$ cat config.mk
export PLATFORM = sky130hd
export DESIGN_NAME = serial_link
export DESIGN_NICKNAME = d
export VERILOG_FILES = /design/src/source/sl_link_pkg.sv /design/src/source/sl_flit_pkg.sv /design/src/source/serial_link.sv /design/src/source/sl_physical.sv /design/src/source/sl_rx_fifo.sv /design/src/source/sl_data_link.sv /design/src/source/sl_noc_bridge.sv
export SDC_FILE = /design/constraint.sdc
export NUM_CORES = 1
export LEC_CHECK = 0
export ABC_AREA = 1
export ABC_CLOCK_PERIOD_IN_PS = 3800
export BUFFER_PORTS_ARGS = -buffer_cell sky130_fd_sc_hd__buf_2
export CORE_UTILIZATION = 40
export DETAILED_ROUTE_END_ITERATION = 16
export PLACE_DENSITY = 0.66
export RECOVER_POWER = 50
export SYNTH_ARGS = -nofsm -noshare
export SYNTH_HDL_FRONTEND = slang
export SYNTH_HIERARCHICAL = 1
export SYNTH_SLANG_ARGS = --single-unit
$ cat constraint.sdc
create_clock -name clk_i -period 3.8 [get_ports clk_i]
set_clock_uncertainty 0.15 [all_clocks]
set_input_delay 0.76 -clock clk_i [delete_from_list [all_inputs] [get_ports clk_i]]
set_output_delay 0.76 -clock clk_i [all_outputs]
set_load 0.03 [all_outputs]
$ cat src/source/sl_link_pkg.sv
/*
 * Physical-layer types of the serial link
 * Configuration of the forwarded clock and the transmitter states
 */

package sl_link_pkg;

  //////////////////////
  // Configuration
  //////////////////////

  localparam int ClkDivWidth = 8;

  // Half period of the forwarded clock, in clk_i cycles
  typedef logic [ClkDivWidth-1:0] clk_div_t;

  typedef struct packed {
    clk_div_t clk_div;
    logic     tx_en;
  } phy_cfg_t;

  //////////////////////
  // Transmitter FSM
  //////////////////////

  // Idle keeps the forwarded clock low
  // Low and high each last clk_div cycles per beat
  typedef enum logic [1:0] {
    TX_IDLE = 2'b00,
    TX_LOW  = 2'b01,
    TX_HIGH = 2'b10
  } tx_state_e;

endpackage

$ cat src/source/sl_flit_pkg.sv
/*
 * Network-side types of the serial link
 * Flits, channel tags and the tagged payload that crosses the lanes
 */

package sl_flit_pkg;

  // One flit of network data
  localparam int FlitWidth = 31;

  typedef logic [FlitWidth-1:0] flit_t;

  // Channel tag carried with each payload
  typedef enum logic {
    CHAN_REQ = 1'b0,
    CHAN_RSP = 1'b1
  } chan_e;

  // Tagged flit as seen by the data link
  typedef struct packed {
    chan_e chan;
    flit_t data;
  } payload_t;

  localparam int PayloadWidth = $bits(payload_t);

  // One flit stream, paired with a separate ready
  typedef struct packed {
    logic  valid;
    flit_t data;
  } noc_chan_t;

endpackage
$ cat src/source/serial_link.sv
/*
 * Serial link top level
 * Request and response channels share one DDR lane bundle
 * with a forwarded clock
 */

module serial_link
  import sl_flit_pkg::*;
  import sl_link_pkg::*;
#(
  parameter int NumLanes    = 4,
  parameter int RxFifoDepth = 4
) (
  input  logic                clk_i,
  input  logic                reset_i,
  input  phy_cfg_t            cfg_i,
  // Network side
  input  noc_chan_t           req_i,
  input  noc_chan_t           rsp_i,
  output logic                req_ready_o,
  output logic                rsp_ready_o,
  output noc_chan_t           req_o,
  output noc_chan_t           rsp_o,
  input  logic                req_ready_i,
  input  logic                rsp_ready_i,
  // Lanes
  output logic                ddr_rcv_clk_o,
  output logic [NumLanes-1:0] ddr_o,
  input  logic                ddr_rcv_clk_i,
  input  logic [NumLanes-1:0] ddr_i
);

  payload_t              tx_payload;
  logic                  tx_valid;
  logic                  tx_ready;
  payload_t              rx_payload;
  logic                  rx_valid;
  payload_t              buf_payload;
  logic                  buf_valid;
  logic                  buf_ready;
  logic [2*NumLanes-1:0] beat;
  logic                  beat_valid;
  logic                  beat_ready;
  logic [2*NumLanes-1:0] rx_beat;
  logic                  rx_beat_valid;

  ////////////////////
  // Network
  ////////////////////

  sl_noc_bridge i_noc_bridge (
    .clk_i        ( clk_i       ),
    .reset_i      ( reset_i     ),
    .req_i        ( req_i       ),
    .rsp_i        ( rsp_i       ),
    .req_ready_o  ( req_ready_o ),
    .rsp_ready_o  ( rsp_ready_o ),
    .tx_payload_o ( tx_payload  ),
    .tx_valid_o   ( tx_valid    ),
    .tx_ready_i   ( tx_ready    ),
    .rx_payload_i ( buf_payload ),
    .rx_valid_i   ( buf_valid   ),
    .rx_ready_o   ( buf_ready   ),
    .req_o        ( req_o       ),
    .rsp_o        ( rsp_o       ),
    .req_ready_i  ( req_ready_i ),
    .rsp_ready_i  ( rsp_ready_i )
  );

  sl_rx_fifo #(
    .RxFifoDepth ( RxFifoDepth )
  ) i_rx_fifo (
    .clk_i       ( clk_i       ),
    .reset_i     ( reset_i     ),
    .push_i      ( rx_valid    ),
    .data_i      ( rx_payload  ),
    .pop_ready_i ( buf_ready   ),
    .data_o      ( buf_payload ),
    .valid_o     ( buf_valid   )
  );

  ////////////////////
  // Link and lanes
  ////////////////////

  sl_data_link #(
    .NumLanes ( NumLanes )
  ) i_data_link (
    .clk_i           ( clk_i         ),
    .reset_i         ( reset_i       ),
    .cfg_tx_en_i     ( cfg_i.tx_en   ),
    .tx_payload_i    ( tx_payload    ),
    .tx_valid_i      ( tx_valid      ),
    .tx_ready_o      ( tx_ready      ),
    .beat_o          ( beat          ),
    .beat_valid_o    ( beat_valid    ),
    .beat_ready_i    ( beat_ready    ),
    .rx_beat_i       ( rx_beat       ),
    .rx_beat_valid_i ( rx_beat_valid ),
    .rx_payload_o    ( rx_payload    ),
    .rx_valid_o      ( rx_valid      )
  );

  sl_physical #(
    .NumLanes ( NumLanes )
  ) i_physical (
    .clk_i           ( clk_i         ),
    .reset_i         ( reset_i       ),
    .clk_div_i       ( cfg_i.clk_div ),
    .beat_i          ( beat          ),
    .beat_valid_i    ( beat_valid    ),
    .beat_ready_o    ( beat_ready    ),
    .ddr_rcv_clk_o   ( ddr_rcv_clk_o ),
    .ddr_o           ( ddr_o         ),
    .ddr_rcv_clk_i   ( ddr_rcv_clk_i ),
    .ddr_i           ( ddr_i         ),
    .rx_beat_o       ( rx_beat       ),
    .rx_beat_valid_o ( rx_beat_valid )
  );

endmodule

$ cat src/source/sl_physical.sv
/*
 * Physical layer of the serial link
 * Sends each beat as two DDR half-beats with a divided forwarded clock,
 * and rebuilds beats from the edges of the received clock
 */

module sl_physical
  import sl_link_pkg::*;
#(
  parameter int NumLanes = 4
) (
  input  logic                  clk_i,
  input  logic                  reset_i,
  input  clk_div_t              clk_div_i,
  // Beats from the data link
  input  logic [2*NumLanes-1:0] beat_i,
  input  logic                  beat_valid_i,
  output logic                  beat_ready_o,
  // Lanes out
  output logic                  ddr_rcv_clk_o,
  output logic [NumLanes-1:0]   ddr_o,
  // Lanes in
  input  logic                  ddr_rcv_clk_i,
  input  logic [NumLanes-1:0]   ddr_i,
  // Beats to the data link
  output logic [2*NumLanes-1:0] rx_beat_o,
  output logic                  rx_beat_valid_o
);

  ////////////////////
  // Transmit
  ////////////////////

  tx_state_e state_q;
  tx_state_e state_d;
  clk_div_t  phase_cnt_q;
  clk_div_t  phase_cnt_d;
  logic      phase_last;

  assign phase_last = (phase_cnt_q == clk_div_i - clk_div_t'(1));

  always_comb begin
    state_d     = state_q;
    phase_cnt_d = phase_cnt_q + clk_div_t'(1);
    unique case (state_q)
      TX_IDLE: begin
        phase_cnt_d = '0;
        if (beat_valid_i) begin
          state_d = TX_LOW;
        end
      end
      TX_LOW: begin
        // Data link had no further beat after the last high phase
        if (!beat_valid_i) begin
          state_d     = TX_IDLE;
          phase_cnt_d = '0;
        end else if (phase_last) begin
          state_d     = TX_HIGH;
          phase_cnt_d = '0;
        end
      end
      TX_HIGH: begin
        if (phase_last) begin
          state_d     = TX_LOW;
          phase_cnt_d = '0;
        end
      end
      default: begin
        state_d     = TX_IDLE;
        phase_cnt_d = '0;
      end
    endcase
  end

  always_ff @(posedge clk_i) begin
    if (reset_i) begin
      state_q     <= TX_IDLE;
      phase_cnt_q <= '0;
    end else begin
      state_q     <= state_d;
      phase_cnt_q <= phase_cnt_d;
    end
  end

  assign beat_ready_o  = (state_q == TX_HIGH) && phase_last;
  assign ddr_rcv_clk_o = (state_q == TX_HIGH);
  // Lower half while the clock is low, upper half while it is high
  assign ddr_o = (state_q == TX_HIGH) ? beat_i[2*NumLanes-1:NumLanes] : beat_i[NumLanes-1:0];

  assert property (@(posedge clk_i) disable iff (reset_i) state_q != TX_IDLE |-> clk_div_i != '0)
    else $error("Zero clock divider while transmitting");

  ////////////////////
  // Receive
  ////////////////////

  logic                rcv_clk_q;
  logic                rcv_clk_d1_q;
  logic [NumLanes-1:0] ddr_q;
  logic [NumLanes-1:0] ddr_d1_q;
  logic [NumLanes-1:0] lower_q;
  logic [NumLanes-1:0] upper_q;
  logic                rx_valid_q;
  logic                rise;
  logic                fall;

  assign rise = rcv_clk_q && !rcv_clk_d1_q;
  assign fall = !rcv_clk_q && rcv_clk_d1_q;

  always_ff @(posedge clk_i) begin
    if (reset_i) begin
      rcv_clk_q    <= 1'b0;
      rcv_clk_d1_q <= 1'b0;
      rx_valid_q   <= 1'b0;
    end else begin
      rcv_clk_q    <= ddr_rcv_clk_i;
      rcv_clk_d1_q <= rcv_clk_q;
      rx_valid_q   <= fall;
    end
  end

  // The lanes one cycle before an edge hold the half-beat of the old phase
  always_ff @(posedge clk_i) begin
    ddr_q    <= ddr_i;
    ddr_d1_q <= ddr_q;
    if (rise) begin
      lower_q <= ddr_d1_q;
    end
    if (fall) begin
      upper_q <= ddr_d1_q;
    end
  end

  assign rx_beat_o       = {upper_q, lower_q};
  assign rx_beat_valid_o = rx_valid_q;

endmodule

$ cat src/source/sl_rx_fifo.sv
/*
 * Receive buffer of the serial link
 * Circular payload buffer that absorbs back-pressure on the outputs
 */

module sl_rx_fifo
  import sl_flit_pkg::*;
#(
  parameter int RxFifoDepth = 4
) (
  input  logic     clk_i,
  input  logic     reset_i,
  input  logic     push_i,
  input  payload_t data_i,
  input  logic     pop_ready_i,
  output payload_t data_o,
  output logic     valid_o
);

  localparam int PtrWidth = (RxFifoDepth > 1) ? $clog2(RxFifoDepth) : 1;
  localparam int CntWidth = $clog2(RxFifoDepth + 1);
  localparam logic [PtrWidth-1:0] LastPtr = PtrWidth'(RxFifoDepth - 1);
  localparam logic [CntWidth-1:0] FullCnt = CntWidth'(RxFifoDepth);

  payload_t            mem_q [RxFifoDepth];
  logic [PtrWidth-1:0] wr_ptr_q;
  logic [PtrWidth-1:0] rd_ptr_q;
  logic [CntWidth-1:0] count_q;
  logic                pop;

  assign valid_o = (count_q != '0);
  assign data_o  = mem_q[rd_ptr_q];
  assign pop     = valid_o && pop_ready_i;

  always_ff @(posedge clk_i) begin
    if (reset_i) begin
      wr_ptr_q <= '0;
      rd_ptr_q <= '0;
      count_q  <= '0;
    end else begin
      if (push_i) begin
        wr_ptr_q <= (wr_ptr_q == LastPtr) ? '0 : wr_ptr_q + 1'b1;
      end
      if (pop) begin
        rd_ptr_q <= (rd_ptr_q == LastPtr) ? '0 : rd_ptr_q + 1'b1;
      end
      case ({push_i, pop})
        2'b10:   count_q <= count_q + 1'b1;
        2'b01:   count_q <= count_q - 1'b1;
        default: count_q <= count_q;
      endcase
    end
  end

  always_ff @(posedge clk_i) begin
    if (push_i) begin
      mem_q[wr_ptr_q] <= data_i;
    end
  end

  // No credits on the link, so the far sender cannot see this level
  assert property (@(posedge clk_i) disable iff (reset_i) push_i |-> count_q != FullCnt)
    else $error("Receive buffer overflow");

endmodule

$ cat src/source/sl_data_link.sv
/*
 * Data link layer of the serial link
 * Cuts each payload into lane-wide beats, low beat first,
 * and reassembles received beats into whole payloads
 */

module sl_data_link
  import sl_flit_pkg::*;
#(
  parameter int NumLanes = 4
) (
  input  logic                  clk_i,
  input  logic                  reset_i,
  input  logic                  cfg_tx_en_i,
  // Payloads from the bridge
  input  payload_t              tx_payload_i,
  input  logic                  tx_valid_i,
  output logic                  tx_ready_o,
  // Beats to the physical layer
  output logic [2*NumLanes-1:0] beat_o,
  output logic                  beat_valid_o,
  input  logic                  beat_ready_i,
  // Beats from the physical layer
  input  logic [2*NumLanes-1:0] rx_beat_i,
  input  logic                  rx_beat_valid_i,
  // Payloads to the receive buffer
  output payload_t              rx_payload_o,
  output logic                  rx_valid_o
);

  localparam int BeatWidth = 2 * NumLanes;
  localparam int NumBeats  = PayloadWidth / BeatWidth;
  localparam int CntWidth  = (NumBeats > 1) ? $clog2(NumBeats) : 1;
  localparam logic [CntWidth-1:0] LastBeat = CntWidth'(NumBeats - 1);

  if (PayloadWidth % BeatWidth != 0) begin : gen_width_check
    $error("Payload width must be a multiple of the beat width");
  end

  ////////////////////
  // Transmit
  ////////////////////

  logic                    tx_busy_q;
  logic [CntWidth-1:0]     tx_cnt_q;
  logic [PayloadWidth-1:0] tx_shift_q;
  logic                    tx_fire;
  logic                    tx_step;

  assign tx_ready_o = !tx_busy_q && cfg_tx_en_i;
  assign tx_fire    = tx_valid_i && tx_ready_o;
  assign tx_step    = tx_busy_q && beat_ready_i;

  always_ff @(posedge clk_i) begin
    if (reset_i) begin
      tx_busy_q <= 1'b0;
      tx_cnt_q  <= '0;
    end else if (tx_fire) begin
      tx_busy_q <= 1'b1;
      tx_cnt_q  <= '0;
    end else if (tx_step) begin
      tx_cnt_q <= tx_cnt_q + 1'b1;
      // Idle again right after the last beat leaves
      if (tx_cnt_q == LastBeat) begin
        tx_busy_q <= 1'b0;
      end
    end
  end

  always_ff @(posedge clk_i) begin
    if (tx_fire) begin
      tx_shift_q <= tx_payload_i;
    end else if (tx_step) begin
      tx_shift_q <= tx_shift_q >> BeatWidth;
    end
  end

  assign beat_o       = tx_shift_q[BeatWidth-1:0];
  assign beat_valid_o = tx_busy_q;

  ////////////////////
  // Receive
  ////////////////////

  logic [CntWidth-1:0]               rx_cnt_q;
  logic [PayloadWidth-1:0]           rx_shift_q;
  logic [PayloadWidth+BeatWidth-1:0] rx_next;
  logic                              rx_valid_q;

  // New beat enters at the top, so the first one ends up lowest
  assign rx_next = {rx_beat_i, rx_shift_q};

  always_ff @(posedge clk_i) begin
    if (reset_i) begin
      rx_cnt_q   <= '0;
      rx_valid_q <= 1'b0;
    end else begin
      rx_valid_q <= rx_beat_valid_i && (rx_cnt_q == LastBeat);
      if (rx_beat_valid_i) begin
        rx_cnt_q <= (rx_cnt_q == LastBeat) ? '0 : rx_cnt_q + 1'b1;
      end
    end
  end

  always_ff @(posedge clk_i) begin
    if (rx_beat_valid_i) begin
      rx_shift_q <= rx_next[PayloadWidth+BeatWidth-1:BeatWidth];
    end
  end

  assign rx_payload_o = payload_t'(rx_shift_q);
  assign rx_valid_o   = rx_valid_q;

endmodule

$ cat src/source/sl_noc_bridge.sv
/*
 * NoC bridge of the serial link
 * Round-robin choice between request and response flits, tagged
 * with their channel, and steering of received payloads by that tag
 */

module sl_noc_bridge
  import sl_flit_pkg::*;
(
  input  logic      clk_i,
  input  logic      reset_i,
  // Network inputs
  input  noc_chan_t req_i,
  input  noc_chan_t rsp_i,
  output logic      req_ready_o,
  output logic      rsp_ready_o,
  // Towards the data link
  output payload_t  tx_payload_o,
  output logic      tx_valid_o,
  input  logic      tx_ready_i,
  // From the receive buffer
  input  payload_t  rx_payload_i,
  input  logic      rx_valid_i,
  output logic      rx_ready_o,
  // Network outputs
  output noc_chan_t req_o,
  output noc_chan_t rsp_o,
  input  logic      req_ready_i,
  input  logic      rsp_ready_i
);

  ////////////////////
  // Transmit
  ////////////////////

  chan_e last_q;
  logic  pick_rsp;
  logic  tx_fire;

  // Response wins when alone, or when requests were served last
  assign pick_rsp = rsp_i.valid && (!req_i.valid || last_q == CHAN_REQ);

  assign tx_valid_o        = req_i.valid || rsp_i.valid;
  assign tx_payload_o.chan = pick_rsp ? CHAN_RSP : CHAN_REQ;
  assign tx_payload_o.data = pick_rsp ? rsp_i.data : req_i.data;

  assign req_ready_o = tx_ready_i && req_i.valid && !pick_rsp;
  assign rsp_ready_o = tx_ready_i && pick_rsp;

  assign tx_fire = tx_valid_o && tx_ready_i;

  // Starts out favouring requests
  always_ff @(posedge clk_i) begin
    if (reset_i) begin
      last_q <= CHAN_RSP;
    end else if (tx_fire) begin
      last_q <= tx_payload_o.chan;
    end
  end

  ////////////////////
  // Receive
  ////////////////////

  assign req_o.valid = rx_valid_i && (rx_payload_i.chan == CHAN_REQ);
  assign req_o.data  = rx_payload_i.data;
  assign rsp_o.valid = rx_valid_i && (rx_payload_i.chan == CHAN_RSP);
  assign rsp_o.data  = rx_payload_i.data;

  // Buffer head leaves only when its own channel is ready
  assign rx_ready_o = (rx_payload_i.chan == CHAN_REQ) ? req_ready_i : rsp_ready_i;

  // A waiting request keeps its flit until it is taken
  assert property (@(posedge clk_i) disable iff (reset_i)
    req_i.valid && !req_ready_o |=> req_i.valid && $stable(req_i.data))
    else $error("req_i changed while waiting for ready");

endmodule

# Yosys cells after proc, flatten, opt, wreduce, memory -nomap -nowiden
# Memory sizes are Yosys's and may differ from the RTL's. A register that Yosys moved wholly into a read port is not among the register bits.
# Index checks and enable logic that the tools add are counted.
# op_classes
n_bitwise	2
mux	25
n_reduce_logical	29
n_addsub	8
n_eq_ne	12
# ops
cell	n
2-to-1 mux 32 bit	2
2-to-1 mux 31 bit	1
2-to-1 mux 2 bit	9
2-to-1 mux 8 bit	2
one-hot mux 8 bit (2 select lines)	1
logical AND 1 bit	14
== test 2 bit (second input constant)	6
adder 2 x 1 -> 2 bit (second input constant)	4
adder 8 x 1 -> 8 bit (second input constant)	1
== test 8 bit	1
subtractor 8 x 1 -> 8 bit (second input constant)	1
2-to-1 mux 1 bit	7
one-hot mux 2 bit (3 select lines)	1
one-hot mux 3 bit (2 select lines)	1
nonzero test 2 bit	3
logical NOT 1 bit	5
== test 2 x 1 -> 1 bit (second input constant)	2
2-to-1 mux 4 bit	1
adder 3 x 1 -> 3 bit (second input constant)	1
inequality test 3 x 2 -> 1 bit (second input constant)	1
AND reduction 3 bit	1
nonzero test 3 bit	1
subtractor 3 x 1 -> 3 bit (second input constant)	1
logical NOT 2 bit	1
other kinds (6)	8
# totals
memories	1
mem_bits_rw	128
register_bits	107
out_inout_bits	71
input_bits	82
wordCells	96
# memory_table
memory	depth	width	rd	rd_clocked_by_memory_dff	wr	line	text
i_rx_fifo.mem_q	4	32	1	1	1	sl_rx_fifo.sv:25	payload_t mem_q [RxFifoDepth];

# Logic depth before layout (Yosys ltp)
# depth
ltp_word	6
mapped_depth	17
ltp_nobuf	17

# By module
# Netlist, hierarchy kept.
# by_module_without_submodules
module	area_each_um2	instances	cells_each
sl_rx_fifo	5253.8	1	372
sl_data_link	2703.8	1	207
sl_physical	1366.3	1	171
sl_noc_bridge	1044.8	1	182

# Worst setup path before layout
# Ideal clock, no wire load.
# synth_path
kind	input-to-reg
start	input port cfg_i[1] (netlist name)
end	register i_data_link.tx_shift_q[0] (enable)
arrival_time_ns	2.657
cell_stages	13
setup_ns	0.389
setup_slack_ns	0.603
path_buffers	0
path_cell_list	inv_2 -> ha_1 -> nand2_1 -> inv_1 -> nor2_1 -> nand2_1 -> nor2_1 -> nand3_1 -> nor2_2 -> nand2_2 -> nor2_1 -> nand2_1 -> nand2_1
# synth_via
elab_chain_cells	5
# synth_rtl
element	line	text
from (decl)	serial_link.sv:16	input phy_cfg_t cfg_i,
subtractor 8 x 1 -> 8 bit	sl_physical.sv:40	assign phase_last = (phase_cnt_q == clk_div_i - clk_div_t'(1));
== test 8 bit	sl_physical.sv:40	
logical AND 1 bit	sl_physical.sv:85	assign beat_ready_o = (state_q == TX_HIGH) && phase_last;
named net beat_ready	serial_link.sv:43	logic beat_ready;
logical AND 1 bit	sl_data_link.sv:52	assign tx_step = tx_busy_q && beat_ready_i;
nonzero test 2 bit (no source line)	-	
to (signal assigned)	sl_data_link.sv:72	tx_shift_q <= tx_payload_i;
to (signal assigned)	sl_data_link.sv:74	tx_shift_q <= tx_shift_q >> BeatWidth;
to (decl)	sl_data_link.sv:46	logic [PayloadWidth-1:0] tx_shift_q;
# The timed path passes the listed nets, and every way through them passes these cells.
# A chain may end at the register's enable or synchronous reset.

==> summary.json <==
{
  "fp.dieW_um": 163,
  "final_core_utilization_pct": 45.6,
  "drt_iter0_markers": 406,
  "worst-r2r-cell-count": 14,
  "fmaxAchievable_mhz": 306,
  "worst_setup_path_start_kind": "flop",
  "global_route_wire_length_before_repair_mm": 28.8,
  "htree_levels": 1,
  "finalSetupViolCount": 0,
  "finalSetupTns_ps": 0,
  "synth_fp_nets": 1029,
  "holdPathStages": 0,
  "synthesis.instances": 932,
  "buffer_ports.inserted": 152,
  "setup_ws_ps": 537,
  "synthesized_area_per_cell_sq_um": 11.1,
  "clkTransAtPathRegs_ps": 60,
  "hold_path.startpoint": "i_physical/ddr_q[1]",
  "gp_congestion": 0.778,
  "worstSkewPairLatency_ps": 520,
  "ys_types": 35,
  "cts.repair_timing.setup_buffer_count": 0,
  "async_reset_ff_share_pct": 0,
  "yosys_warnings": 6,
  "yosys_register_bits": 237,
  "part_of_the_cycle_the_worst_path_needs_pct": 85.9,
  "design.final.nets": 1109,
  "finalInstanceArea_sq_um": 11600,
  "kind_of_cell_adding_the_most_delay_to_the_critical_path": "buffers and inverters",
  "crit_arrival_ps": 2350,
  "critical_path.reg2reg.endpoint": "i_rx_fifo/count_q[2]",
  "relSlewSlack_pct": -42.6,
  "hold_class": "reg2reg",
  "slowest_stage": "sky130_fd_sc_hd__dfxtp_2",
  "cts_inserted_buffers": 25,
  "initial_core_util_pct": 40.9,
  "fp.dieH_um": 163,
  "n_antenna_cell": 0,
  "pin_count_of_the_biggest_net_entering_global_routing": 65,
  "unrepaired_setup_endpoints_after_global_routing": "false",
  "cap_violations": 2,
  "globalRouteOverflowTotal": 0,
  "cts_resized": 0,
  "cts_hold_buf": 0,
  "crit_path_end_kind": "output pin",
  "wirelength_mm": 18.4,
  "synth_seq_area_share_pct": 65.1,
  "floorplan.core_area_sq_um": 25300,
  "mappedNetlistArea_sq_um": 10400,
  "cts_tree": "done",
  "layout.filler_cells": 2291,
  "io_pins": 153,
  "run_status": "finished, violations left",
  "route.vias.total": 6361,
  "wl_per_cell_um": 13.5,
  "final_layout_size_suffix_gt1_share_pct": 22.9,
  "multi_input_area_sq_um": 2540,
  "drt_pass1_iterations": 4,
  "reg2reg_slack_ps": 790,
  "post-route-drc-count": 0,
  "violated_checks": "max-capacitance violations, max-slew violations",
  "worstPathRequired_ps": 2890,
  "areaGrowthSynthToFinish_pct": 11.5,
  "cp_cell_sequence": "buf_4 -> o21ai_0 -> o22ai_1 -> buf_2",
  "max_stage_delay_ps": 600,
  "power_density_nw_per_um2": 565,
  "drt-vias-per-instance": 4.68,
  "vdd.ir_drop.worst_mv": 0.339,
  "root_buffer": "sky130_fd_sc_hd__clkbuf_16",
  "min_to": "i_physical/ddr_d1_q[1]",
  "path_depth": 4,
  "worstMarginPinSlew_ps": 2140,
  "place_area_sq_um": 10800,
  "detailed_place_hpwl_mm": 11.3,
  "final-hold-violation-count": 0,
  "grt.total_usage_pct": 13.7,
  "fin_crit_ps": 3260,
  "worst-path-max-fanout": 46,
  "grt_pass1_vias": 5797,
  "die_footprint_sq_um": 26600,
  "timing_worst_setup_path_type": "reg2out",
  "cp_num_buf_inv": 2,
  "main_synth_ff_type": "sky130_fd_sc_hd__edfxtp_1",
  "regArea_sq_um": 6750,
  "cts_sinks": 237,
  "antenna_found_initial": 0,
  "p_leak_nw": 4.66,
  "synth-edff-count": 200,
  "placement_rows": 58,
  "final-max-slew-violation-count": 70,
  "detail-route-antenna-nets": 0,
  "place_ws_ps": 596,
  "clockBufferDepth": 3,
  "fin_worst_hold_slack_ps": 179
}
Yosys cell counts, types with 2 or more instances:
library cell | count | area, sq um
sky130_fd_sc_hd__nand2_2 | 22 | 138
sky130_fd_sc_hd__nand2_1 | 199 | 747
sky130_fd_sc_hd__inv_2 | 5 | 18.8
sky130_fd_sc_hd__nor3_1 | 3 | 15.0
sky130_fd_sc_hd__o21ai_1 | 29 | 145
sky130_fd_sc_hd__buf_4 | 78 | 586
sky130_fd_sc_hd__nand4_1 | 3 | 18.8
sky130_fd_sc_hd__or2_2 | 3 | 18.8
sky130_fd_sc_hd__a21oi_1 | 11 | 55.1
sky130_fd_sc_hd__xnor2_1 | 2 | 17.5
sky130_fd_sc_hd__ha_1 | 14 | 175
sky130_fd_sc_hd__dfxtp_1 | 37 | 741
sky130_fd_sc_hd__edfxtp_1 | 200 | 6010
sky130_fd_sc_hd__nor2_4 | 2 | 22.5
sky130_fd_sc_hd__o22ai_1 | 32 | 200
sky130_fd_sc_hd__nor2_1 | 104 | 390
sky130_fd_sc_hd__o21ai_0 | 42 | 210
sky130_fd_sc_hd__buf_2 | 10 | 50.1
sky130_fd_sc_hd__inv_1 | 56 | 210
sky130_fd_sc_hd__nand3_1 | 42 | 210
sky130_fd_sc_hd__nor2_2 | 6 | 37.5
sky130_fd_sc_hd__buf_6 | 14 | 158
sky130_fd_sc_hd__buf_8 | 2 | 30.0
sky130_fd_sc_hd__xor2_1 | 4 | 35.0
sky130_fd_sc_hd__nor3_2 | 2 | 20.0
registers in the layout, summed over array words and instances, names as in the netlist, 2 cells and up, named ones only:
signal	count
i_data_link/rx_cnt_q	2
i_data_link/rx_payload_o	32
i_data_link/tx_cnt_q	2
i_data_link/tx_shift_q	32
i_physical/ddr_d1_q	4
i_physical/ddr_q	4
i_physical/lower_q	4
i_physical/phase_cnt_q	8
i_physical/state_q	2
i_physical/upper_q	4
i_rx_fifo/count_q	3
i_rx_fifo/mem_q	128
i_rx_fifo/rd_ptr_q	2
i_rx_fifo/wr_ptr_q	2
area by class of cell:
cell class | instances | area share, %
repair buffers | 158 | 6.88
inverters | 63 | 2.13
clock inverters | 11 | 1.23
clock buffers | 34 | 5.88
flip-flops and latches | 237 | 58.4
multi-input cells | 527 | 21.9
well taps | 330 | 3.57
per-stage QoR:
stage	cells	power (W)
2_1_floorplan	932	0.00416
3_3_place_gp	1315	0.00419
3_5_place_dp	1315	0.00421
4_1_cts	1360	0.00661
5_1_grt	1360	0.00682
6_report	1360	0.00653
layer usage:
layer / wire [um] / track usage, %
met5: 0 / 0
met1: 8440 / 17.6
met4: 274 / 3.36
met2: 8640 / 23.7
met3: 1020 / 2.72
layout by cell type, fill, tap and decap left out, types with 2 or more instances in the layout:
master / count
sky130_fd_sc_hd__edfxtp_1: 200
sky130_fd_sc_hd__nand2_1: 199
sky130_fd_sc_hd__buf_2: 150
sky130_fd_sc_hd__nor2_1: 104
sky130_fd_sc_hd__inv_1: 54
sky130_fd_sc_hd__nand3_1: 43
sky130_fd_sc_hd__o21ai_0: 42
sky130_fd_sc_hd__dfxtp_1: 36
sky130_fd_sc_hd__o22ai_1: 32
sky130_fd_sc_hd__o21ai_1: 29
sky130_fd_sc_hd__clkbuf_16: 25
sky130_fd_sc_hd__nand2_2: 22
sky130_fd_sc_hd__ha_1: 14
sky130_fd_sc_hd__clkbuf_1: 11
sky130_fd_sc_hd__a21oi_1: 11
sky130_fd_sc_hd__inv_2: 7
sky130_fd_sc_hd__nor2_2: 6
sky130_fd_sc_hd__clkinv_1: 4
sky130_fd_sc_hd__buf_4: 4
sky130_fd_sc_hd__xor2_1: 4
sky130_fd_sc_hd__bufinv_16: 3
sky130_fd_sc_hd__nor3_1: 3
sky130_fd_sc_hd__or2_2: 3
sky130_fd_sc_hd__nand4_1: 3
sky130_fd_sc_hd__clkbuf_8: 2
sky130_fd_sc_hd__clkinv_2: 2
sky130_fd_sc_hd__nor2_4: 2
sky130_fd_sc_hd__xnor2_1: 2
sky130_fd_sc_hd__nor3_2: 2
cell families after synthesis:
group,Yosys count,synth area share [%]
DFF,237,65.1
adders and majority gates,15,1.88
and+or+nand+nor,391,16.2
xor gates and xnor gates,6,0.507
AOI/OAI and AO/OA,115,5.97
buffers and inverters,168,10.4
power breakdown:
| part | switching, W | internal [W] |
|---|---|---|
| clock network | 0.000938 | 0.00146 |
| registers | 0.0000401 | 0.00286 |
| logic | 0.000893 | 0.000337 |
| total | 0.00187 | 0.00466 |
worst max-delay path by stage:
stage,startpoint,end,slack (ps)
final,flop,req_o[27],540
after global routing,i_data_link/beat_valid_o,req_ready_o,290
after CTS,flop,req_o[27],430
after detailed placement,cfg_i[1],i_data_link/tx_shift_q[24],600
after global placement,cfg_i[1],i_data_link/tx_shift_q[27],640
after floorplan,cfg_i[1],i_data_link/tx_shift_q[0],600
(Power assumes the default switching activity.)
